===== config.mk =====
export PLATFORM = sky130hd
export DESIGN_NAME = spi_mem_top
export DESIGN_NICKNAME = d
export VERILOG_FILES = /design/src/hdl/spi_mem_pkg.sv /design/src/hdl/mem_bus_if.sv /design/src/hdl/spi_device.sv /design/src/hdl/spi_cmd_engine.sv /design/src/hdl/mem_arbiter.sv /design/src/hdl/mem_bank.sv /design/src/hdl/spi_mem_top.sv
export SDC_FILE = /design/constraint.sdc
export NUM_CORES = 2
export LEC_CHECK = 0
export BUFFER_PORTS_ARGS = -buffer_cell sky130_fd_sc_hd__buf_2
export CAP_MARGIN = 5
export CORE_AREA = 2 2 379 381
export DETAILED_ROUTE_END_ITERATION = 12
export DIE_AREA = 0 0 381 383
export MAX_ROUTING_LAYER = met4
export PLACE_DENSITY = 0.76
export SLEW_MARGIN = 20
export SYNTH_ARGS = -nofsm -noshare
export SYNTH_HDL_FRONTEND = slang
export SYNTH_SLANG_ARGS = --single-unit

===== constraint.sdc =====
create_clock -name clk -period 40.7 [get_ports clk]
set_input_delay 2.035 -clock clk [delete_from_list [all_inputs] [get_ports clk]]
set_output_delay 2.035 -clock clk [all_outputs]
set_load 0.005 [all_outputs]

===== src/hdl/spi_mem_pkg.sv =====
package spi_mem_pkg;

	// memory geometry
	localparam int addr_width = 8;
	localparam int data_width = 8;
	localparam int mem_depth = 256;

	// idle counter in the spi front end
	// fires after 15 clk cycles without a falling spi_clk edge
	localparam int timeout_width = 4;

	// command byte, the first byte of every transaction
	typedef enum logic [7:0]
	{
		op_write = 8'h02,
		op_read = 8'h03
	} spi_opcode_t;

	// command engine sequence
	// cmd -> addr -> write or read, ignore swallows the rest of a transaction
	typedef enum logic [2:0]
	{
		st_cmd,
		st_addr,
		st_write,
		st_read,
		st_ignore
	} engine_state_t;

endpackage


===== src/hdl/mem_bus_if.sv =====
interface mem_bus_if;

	// level request, held with stable we/addr/wdata until gnt
	logic req;
	logic we;
	logic [spi_mem_pkg::addr_width-1:0] addr;
	logic [spi_mem_pkg::data_width-1:0] wdata;
	// one-cycle acknowledge, read data follows one cycle later
	logic gnt;
	logic [spi_mem_pkg::data_width-1:0] rdata;

	modport requester (output req, output we, output addr, output wdata,
		input gnt, input rdata);

	modport arbiter (input req, input we, input addr, input wdata,
		output gnt, output rdata);

endinterface


===== src/hdl/spi_device.sv =====
module spi_device (
	input  logic clk,
	input  logic reset,
	input  logic spi_clk,
	input  logic spi_cs,
	input  logic spi_mosi,
	output logic spi_miso,
	output logic rx_cmd,
	output logic rx_strobe,
	output logic [spi_mem_pkg::data_width-1:0] rx_data,
	input  logic [spi_mem_pkg::data_width-1:0] tx_data,
	input  logic tx_strobe,
	output logic spi_timeout,
	output logic cs_active
);

	// two sync stages per pin, spi_clk has one extra stage for edge detect
	logic [2:0] clk_sync;
	logic [1:0] cs_sync;
	logic [1:0] mosi_sync;
	logic clk_rising;
	logic clk_falling;
	logic [spi_mem_pkg::timeout_width-1:0] idle_count;
	logic [2:0] bit_count;
	logic cmd_started;
	logic [spi_mem_pkg::data_width-1:0] mosi_reg;
	// top bit drives the pin, the low byte is the reload target
	logic [spi_mem_pkg::data_width:0] miso_reg;

	always_ff @(posedge clk)
	begin
		if (reset)
		begin
			clk_sync <= '0;
			cs_sync <= '1;
			mosi_sync <= '0;
		end
		else
		begin
			clk_sync <= {clk_sync[1:0], spi_clk};
			cs_sync <= {cs_sync[0], spi_cs};
			mosi_sync <= {mosi_sync[0], spi_mosi};
		end
	end

	assign clk_rising = clk_sync[1] && !clk_sync[2];
	assign clk_falling = !clk_sync[1] && clk_sync[2];
	assign cs_active = !cs_sync[1];

	// idle clock watchdog, reloaded by every falling edge
	// held at full count while chip select is high
	always_ff @(posedge clk)
	begin
		if (reset || cs_sync[1] || clk_falling)
			idle_count <= '1;
		else if (idle_count != '0)
			idle_count <= idle_count - 1'b1;
	end

	assign spi_timeout = (idle_count == '0);

	// byte is handed out unlatched, in the same cycle as the eighth rising edge
	assign rx_data = {mosi_reg[spi_mem_pkg::data_width-2:0], mosi_sync[1]};
	assign rx_strobe = clk_rising && cs_active && (bit_count == 3'd7);
	assign rx_cmd = rx_strobe && !cmd_started;

	assign spi_miso = miso_reg[spi_mem_pkg::data_width];

	always_ff @(posedge clk)
	begin
		if (reset || cs_sync[1])
		begin
			// new transaction starts from bit zero with miso idling high
			bit_count <= '0;
			cmd_started <= 1'b0;
			miso_reg <= '1;
		end
		else if (clk_rising)
		begin
			bit_count <= bit_count + 1'b1;
			if (bit_count == 3'd7)
				cmd_started <= 1'b1;
		end
		else if (tx_strobe)
		begin
			// reload lands on the pin at the next falling edge
			miso_reg[spi_mem_pkg::data_width-1:0] <= tx_data;
		end
		else if (clk_falling)
		begin
			// shift out, the last bit stays put
			miso_reg <= {miso_reg[spi_mem_pkg::data_width-1:0], miso_reg[0]};
		end
	end

	// receive shifter
	always_ff @(posedge clk)
	begin
		if (clk_rising)
			mosi_reg <= rx_data;
	end

	// a reload on a rising edge cycle would be lost
	a_tx_not_on_rise: assert property (@(posedge clk) disable iff (reset)
		!(tx_strobe && clk_rising));

endmodule


===== src/hdl/spi_cmd_engine.sv =====
module spi_cmd_engine (
	input  logic clk,
	input  logic reset,
	input  logic rx_cmd,
	input  logic rx_strobe,
	input  logic [spi_mem_pkg::data_width-1:0] rx_data,
	input  logic spi_timeout,
	input  logic cs_active,
	output logic [spi_mem_pkg::data_width-1:0] tx_data,
	output logic tx_strobe,
	mem_bus_if.requester bus
);

	spi_mem_pkg::engine_state_t state;
	spi_mem_pkg::spi_opcode_t cmd_op;
	// next address of the burst
	logic [spi_mem_pkg::addr_width-1:0] addr_cnt;
	// access started by the current byte
	logic issue;
	logic issue_we;
	logic [spi_mem_pkg::addr_width-1:0] issue_addr;
	// access still waiting for its grant
	logic pend;
	logic pend_we;
	logic [spi_mem_pkg::addr_width-1:0] pend_addr;
	logic [spi_mem_pkg::data_width-1:0] pend_wdata;
	// read granted last cycle, data is on rdata now
	logic rd_wait;

	always_comb
	begin
		issue = 1'b0;
		issue_we = 1'b0;
		issue_addr = addr_cnt;
		if (rx_strobe && !spi_timeout)
		begin
			case (state)
				spi_mem_pkg::st_addr:
				begin
					// a read fetches straight from the address byte
					issue = (cmd_op == spi_mem_pkg::op_read);
					issue_addr = rx_data;
				end
				spi_mem_pkg::st_write:
				begin
					issue = 1'b1;
					issue_we = 1'b1;
				end
				spi_mem_pkg::st_read:
					issue = 1'b1;
				default:
					issue = 1'b0;
			endcase
		end
	end

	// request goes out in the strobe cycle, pending copy covers a lost grant
	assign bus.req = pend || issue;
	assign bus.we = pend ? pend_we : issue_we;
	assign bus.addr = pend ? pend_addr : issue_addr;
	assign bus.wdata = pend ? pend_wdata : rx_data;

	// returned byte reloads the miso shifter
	assign tx_data = bus.rdata;
	assign tx_strobe = rd_wait;

	always_ff @(posedge clk)
	begin
		if (reset)
		begin
			state <= spi_mem_pkg::st_cmd;
			pend <= 1'b0;
			rd_wait <= 1'b0;
		end
		else
		begin
			rd_wait <= bus.req && bus.gnt && !bus.we;
			if (pend && bus.gnt)
				pend <= 1'b0;
			else if (issue && !bus.gnt)
				pend <= 1'b1;

			if (!cs_active)
				state <= spi_mem_pkg::st_cmd;
			else if (spi_timeout && state inside {spi_mem_pkg::st_addr,
				spi_mem_pkg::st_write, spi_mem_pkg::st_read})
				state <= spi_mem_pkg::st_ignore;
			else
			begin
				case (state)
					spi_mem_pkg::st_cmd:
						if (rx_cmd)
							state <= (rx_data == spi_mem_pkg::op_read ||
								rx_data == spi_mem_pkg::op_write) ?
								spi_mem_pkg::st_addr : spi_mem_pkg::st_ignore;
					spi_mem_pkg::st_addr:
						if (rx_strobe)
							state <= (cmd_op == spi_mem_pkg::op_read) ?
								spi_mem_pkg::st_read : spi_mem_pkg::st_write;
					default:
						state <= state;
				endcase
			end
		end
	end

	// opcode, address counter and pending payload
	always_ff @(posedge clk)
	begin
		if (state == spi_mem_pkg::st_cmd && rx_cmd)
			cmd_op <= spi_mem_pkg::spi_opcode_t'(rx_data);
		if (issue)
			addr_cnt <= issue_addr + 1'b1;
		else if (state == spi_mem_pkg::st_addr && rx_strobe)
			addr_cnt <= rx_data;
		if (issue)
		begin
			pend_we <= issue_we;
			pend_addr <= issue_addr;
			pend_wdata <= rx_data;
		end
	end

	// serial byte rate leaves room for every access to be granted first
	a_no_rx_while_pend: assert property (@(posedge clk) disable iff (reset)
		rx_strobe |-> !pend);

endmodule


===== src/hdl/mem_arbiter.sv =====
module mem_arbiter (
	input  logic clk,
	input  logic reset,
	mem_bus_if.arbiter spi_side,
	mem_bus_if.arbiter host_side,
	output logic mem_en,
	output logic mem_we,
	output logic [spi_mem_pkg::addr_width-1:0] mem_addr,
	output logic [spi_mem_pkg::data_width-1:0] mem_wdata,
	input  logic [spi_mem_pkg::data_width-1:0] mem_rdata
);

	// who owned the port last cycle
	logic spi_took;
	logic host_took;

	// spi always wins and the host only gets idle cycles
	assign spi_side.gnt = spi_side.req;
	assign host_side.gnt = host_side.req && !spi_side.req;

	// winner onto the memory port
	assign mem_en = spi_side.req || host_side.req;
	assign mem_we = spi_side.req ? spi_side.we : host_side.we;
	assign mem_addr = spi_side.req ? spi_side.addr : host_side.addr;
	assign mem_wdata = spi_side.req ? spi_side.wdata : host_side.wdata;

	always_ff @(posedge clk)
	begin
		if (reset)
		begin
			spi_took <= 1'b0;
			host_took <= 1'b0;
		end
		else
		begin
			spi_took <= spi_side.gnt;
			host_took <= host_side.gnt;
		end
	end

	// registered read data back to the side that issued it
	assign spi_side.rdata = spi_took ? mem_rdata : '0;
	assign host_side.rdata = host_took ? mem_rdata : '0;

	// a waiting host request keeps its fields until it is granted
	a_host_hold: assert property (@(posedge clk) disable iff (reset)
		host_side.req && !host_side.gnt |=> host_side.req &&
		$stable({host_side.we, host_side.addr, host_side.wdata}));

endmodule


===== src/hdl/mem_bank.sv =====
module mem_bank (
	input  logic clk,
	input  logic mem_en,
	input  logic mem_we,
	input  logic [spi_mem_pkg::addr_width-1:0] mem_addr,
	input  logic [spi_mem_pkg::data_width-1:0] mem_wdata,
	output logic [spi_mem_pkg::data_width-1:0] mem_rdata
);

	// byte array, contents survive reset
	logic [spi_mem_pkg::data_width-1:0] mem [spi_mem_pkg::mem_depth];

	always_ff @(posedge clk)
	begin
		if (mem_en)
		begin
			if (mem_we)
				mem[mem_addr] <= mem_wdata;
			// registered read, old data on a write cycle
			mem_rdata <= mem[mem_addr];
		end
	end

endmodule


===== src/hdl/spi_mem_top.sv =====
module spi_mem_top (
	input  logic clk,
	input  logic reset,
	input  logic spi_clk,
	input  logic spi_cs,
	input  logic spi_mosi,
	output logic spi_miso,
	input  logic host_req,
	input  logic host_we,
	input  logic [spi_mem_pkg::addr_width-1:0] host_addr,
	input  logic [spi_mem_pkg::data_width-1:0] host_wdata,
	output logic host_gnt,
	output logic [spi_mem_pkg::data_width-1:0] host_rdata
);

	// device to engine strobes
	logic rx_cmd;
	logic rx_strobe;
	logic [spi_mem_pkg::data_width-1:0] rx_data;
	logic [spi_mem_pkg::data_width-1:0] tx_data;
	logic tx_strobe;
	logic spi_timeout;
	logic cs_active;
	// arbiter to memory
	logic mem_en;
	logic mem_we;
	logic [spi_mem_pkg::addr_width-1:0] mem_addr;
	logic [spi_mem_pkg::data_width-1:0] mem_wdata;
	logic [spi_mem_pkg::data_width-1:0] mem_rdata;

	mem_bus_if spi_bus ();
	mem_bus_if host_bus ();

	// host pins straight onto the host requester
	assign host_bus.req = host_req;
	assign host_bus.we = host_we;
	assign host_bus.addr = host_addr;
	assign host_bus.wdata = host_wdata;
	assign host_gnt = host_bus.gnt;
	assign host_rdata = host_bus.rdata;

	spi_device spi_device0 (.clk(clk), .reset(reset), .spi_clk(spi_clk), .spi_cs(spi_cs),
		.spi_mosi(spi_mosi), .spi_miso(spi_miso), .rx_cmd(rx_cmd), .rx_strobe(rx_strobe),
		.rx_data(rx_data), .tx_data(tx_data), .tx_strobe(tx_strobe),
		.spi_timeout(spi_timeout), .cs_active(cs_active));

	spi_cmd_engine spi_cmd_engine0 (.clk(clk), .reset(reset), .rx_cmd(rx_cmd),
		.rx_strobe(rx_strobe), .rx_data(rx_data), .spi_timeout(spi_timeout),
		.cs_active(cs_active), .tx_data(tx_data), .tx_strobe(tx_strobe), .bus(spi_bus));

	mem_arbiter mem_arbiter0 (.clk(clk), .reset(reset), .spi_side(spi_bus),
		.host_side(host_bus), .mem_en(mem_en), .mem_we(mem_we), .mem_addr(mem_addr),
		.mem_wdata(mem_wdata), .mem_rdata(mem_rdata));

	mem_bank mem_bank0 (.clk(clk), .mem_en(mem_en), .mem_we(mem_we), .mem_addr(mem_addr),
		.mem_wdata(mem_wdata), .mem_rdata(mem_rdata));

endmodule


==> reports/results.md <==
| Step | Result | This run |
|:---|:---|:---|
| logic synthesis | Area fraction of the dominant cell type after synthesis | 0.7440 |
| pwr | Total power | 4.541 mW |
| detailed routing | DRT Wirelength | 230500 um |
| layout | Relative area change from synthesis to final layout | 10.01% |
| detailed routing | Wirelength per Cell | 31.41 um |
| floorplan | Count of pins on the block boundary | 33 |
| sta | Clock Skews | 24.62 ps |
| global route | Wire length of the first global-routing pass | 332500 um |
| logic synthesis | Synth Cell Area | 84590 um^2 |
| logic synthesis | Top cell type by total area after synthesis | sky130_fd_sc_hd__edfxtp_1 |
| logic synthesis | Prevailing post-synth register cell | sky130_fd_sc_hd__edfxtp_1 |
| detailed routing | Vias | 50710 |
| global route | GR Util All Layers | 0.3229 |
| clock tree | Resized Gates After CTS | 0 |
| floorplan | Starting utilization of the core area | 0.5946 |
| detailed routing | Number of nets with antenna violations after routing | 0 |
| logic synthesis | Dominant cells by area after synthesis | sky130_fd_sc_hd__edfxtp_1, sky130_fd_sc_hd__mux4_2, sky130_fd_sc_hd__nand2_1 |
| sta | Setup repair after global routing missed its margin | no |
| sta | Period utilisation layout | 0.1765 |
| clock tree | Hold-fix buffers at CTS | 0 |
| sta | Number of failing hold endpoints at the final stage | 0 |
| floorplan | Floorplan core area | 142300 um^2 |
| sta | Final TNS setup | 0 ps |
| clock tree | CTS Buffer Depth | 3 |
| worst setup path | CP Max Fanout | 147 |
| clock tree | Insertion delay of the later-clocked pin in the worst-skew pair | 840 ps |
| worst setup path | Critical path cell sequence | buf_2, inv_1, o21ai_0, o21ai_4, nand2_8, buf_12, buf_4, mux4_2, mux2i_1, a32o_1, nor4_1, a211oi_1, nor4_1 |
| global route | Global route overflow | 0 |
| worst setup path | Launching element type of the critical path | input port |
| sta | Timing-limited maximum frequency | 139.2 MHz |
| clock tree | Clock transition at path regs | 70 ps |
| clock tree | Number of levels the H-tree was split into | 4 |
| global route | Via count of the first global-routing pass | 48900 |
| sta | Max transition margin | 0.07328 |
| logic synthesis | Number of synthesized register bits | 2127 |
| job | Max-capacitance violation count | 0 |
| worst setup path | Number of buffer and inverter stages on the critical path | 4 |
| sta | Fin worst setup slack | 33520 ps |
| layout | Count of nets after finishing | 5276 |
| detailed routing | Violation count after the first detailed-routing iteration | 8221 |
| sta | Final critical path time including I/O delays and setup | 7184 ps |
| placed design | Minimum setup slack after placement | 32840 ps |
| pwr | Leak | 29.60 nW |
| clock tree | CTS Sinks | 2127 |
| layout | Ratio of cells with drive above 1 in the final layout | 0.1392 |
| floorplan | Horizontal die dimension | 381 um |
| placed design | Number of port buffers | 32 |
| worst setup path | Critical path endpoint category | flop |
| worst setup path | WS Path Type | in -> reg |
| global route | Number of antenna violations at the first check in global routing | 13 |
| clock tree | TritonCTS clock tree | yes |
| pwr | IR drop worst, VDD | 47.37 uV |
| status | Run status | finished clean |
| floorplan | Die H | 383 um |
| logic synthesis | Syn Area/Cell | 16.02 um^2 |
| worst setup path | Max incr delay on CP | 1120 ps |
| worst setup path | Top cell by count, worst path | sky130_fd_sc_hd__nor4_1 |
| detailed routing | DRC violations left | 0 |
| clock tree | Number of buffers inserted to repair setup after CTS | 0 |
| logic synthesis | Synth Instances | 5280 |
| worst setup path | Cell type of the slowest stage on the worst timing path | sky130_fd_sc_hd__a211oi_1 |
| placed design | Placed wire-length estimate after detailed placement | 129000 um |
| floorplan | Number of placement rows | 139 |
| placed design | Final RePlAce weighted congestion | 1.017 |
| floorplan | Die Outline Area | 145900 um^2 |
| logic synthesis | Post-Synthesis Net Count | 5307 |
| pwr | Total power divided by cell area | 48.79 nW/um^2 |
| global route | Maximum number of pins on one net before global-route repair | 253 |
| worst setup path | Data arrival, critical path | 7720 ps |
| sta | Slew of the pin with the lowest slew margin | 1382 ps |
| logic synthesis | Async SR Flop Fraction | 0 |
| detailed routing | Number of detailed-routing iterations run before antenna repair | 9 |
| layout | Flip-flop count of the largest register, all copies and words added | 2048 |
| worst hold path | Hold Crit Class | reg -> reg |
| logic synthesis | Top cell types by occurrence after synthesis | sky130_fd_sc_hd__edfxtp_1, sky130_fd_sc_hd__nand2_1, sky130_fd_sc_hd__nor2_1 |
| clock tree | Cell at the root of the clock tree | sky130_fd_sc_hd__clkbuf_16 |
| clock tree | Clock buffer count from CTS | 197 |
| logic synthesis | Most repeated cell in the gate-level netlist after synthesis | sky130_fd_sc_hd__edfxtp_1 |
| worst setup path | Required @ worst endpoint | 41230 ps |
| detailed routing | Vias per cell | 6.909 |
| worst setup path | Gate family responsible for the most delay along the worst path | compound AO/OA/AOI/OAI gates |
| logic synthesis | Distinct cell type count of the synthesized netlist | 86 |
| logic synthesis | Portion of the post-synthesis area used by sequential elements | 0.7514 |
| logic synthesis | Yosys synthesis warning count | 0 |
| sta | Endpoints failing setup | 0 |
| logic synthesis | Count of flip-flops with a built-in enable after synthesis | 2096 |
| sta | Final count of pins violating max slew | 0 |
cells in the final DEF (no fill, tap or decap), drive strengths merged, types with 53 or more instances in the layout:
master and count:
mux2i 130, a21oi 148, a211oi 88, mux4 160, nand3 212, nor2 365, o221ai 53, o21ai 69
and3 66, o22ai 57, a31oi 87, edfxtp 2096, clkinv 79, mux2 95, clkbuf 253, buf 138
nand2 665, a32oi 68
metrics by stage:
step / std cells / instance area [um^2] / util / hold WS (ps)
6_report: 7339 / 93060 / 0.6542 / 433.5
5_1_grt: 7333 / 93050 / 0.6541 / 464.5
4_1_cts: 7315 / 92900 / 0.6530 / 446.5
3_5_place_dp: 6950 / 86430 / 0.6075 / 420.4
3_3_place_gp: 6949 / 86410 / 0.6074 / 407.8
2_1_floorplan: 5280 / 84590 / - / 389.5
cell families after synthesis:
| logic type | count (synthesis) | share of synthesized area |
|---|---|---|
| buffers and inverters | 388 | 0.02270 |
| AND/OR/NAND/NOR | 1450 | 0.07449 |
| flip-flops | 2127 | 0.7514 |
| XOR/XNOR | 8 | 0.0008283 |
| adder cells (fa/ha/maj) | 5 | 0.0007100 |
| other | 1 | 0.00004433 |
| AO/OA/AOI/OAI | 916 | 0.07919 |
| multiplexers | 385 | 0.07067 |
final timing paths:
kind / start / endpoint / slack (ps) / depth (start not counted)
hold / removal: spi_device0.cs_sync[0] / spi_device0.cs_sync[1] / 430 / 1
hold reg to reg: spi_device0.cs_sync[0] / spi_device0.cs_sync[1] / 430 / 1
setup / recovery: host_addr[1] / mem_bank0.mem_rdata[4] / 33520 / 13
setup reg to reg: spi_cmd_engine0.state[0] / mem_bank0.mem_rdata[4] / 33570 / 13
final cells by class:
class                           count  area, um^2
Multi-Input combinational cell   2765       19440
Clock inverter                    112        1146
Sequential cell                  2127       63560
Tap cell                         1903        2381
Antenna cell                       21       52.55
Clock buffer                      253        5329
Inverter                           20       75.07
Fill cell                        9343       49200
Timing Repair Buffer              138        1080
report_power, final:
part / internal [mW] / total, mW / switching [mW] / leakage, nW
registers: 2.41 / 2.42 / 0.00787 / 19.2
clock network: 1.06 / 1.85 / 0.795 / 3.16
logic: 0.0710 / 0.266 / 0.195 / 7.25
total: 3.54 / 4.54 / 0.998 / 29.6
layer usage:
| layer | routed length [um] | global-route usage | vias to the layer above | part of all wire |
|---|---|---|---|---|
| met4 | 12630 | 0.1656 | 0 | 0.055 |
| li1 | - | - | 20850 | - |
| met3 | 32190 | 0.09675 | 713 | 0.14 |
| met1 | 82380 | 0.4264 | 25230 | 0.36 |
| met2 | 103300 | 0.4579 | 3915 | 0.45 |
| met5 | 0 | - | - | 0 |
No activity file was read; power rests on OpenSTA's default activity.
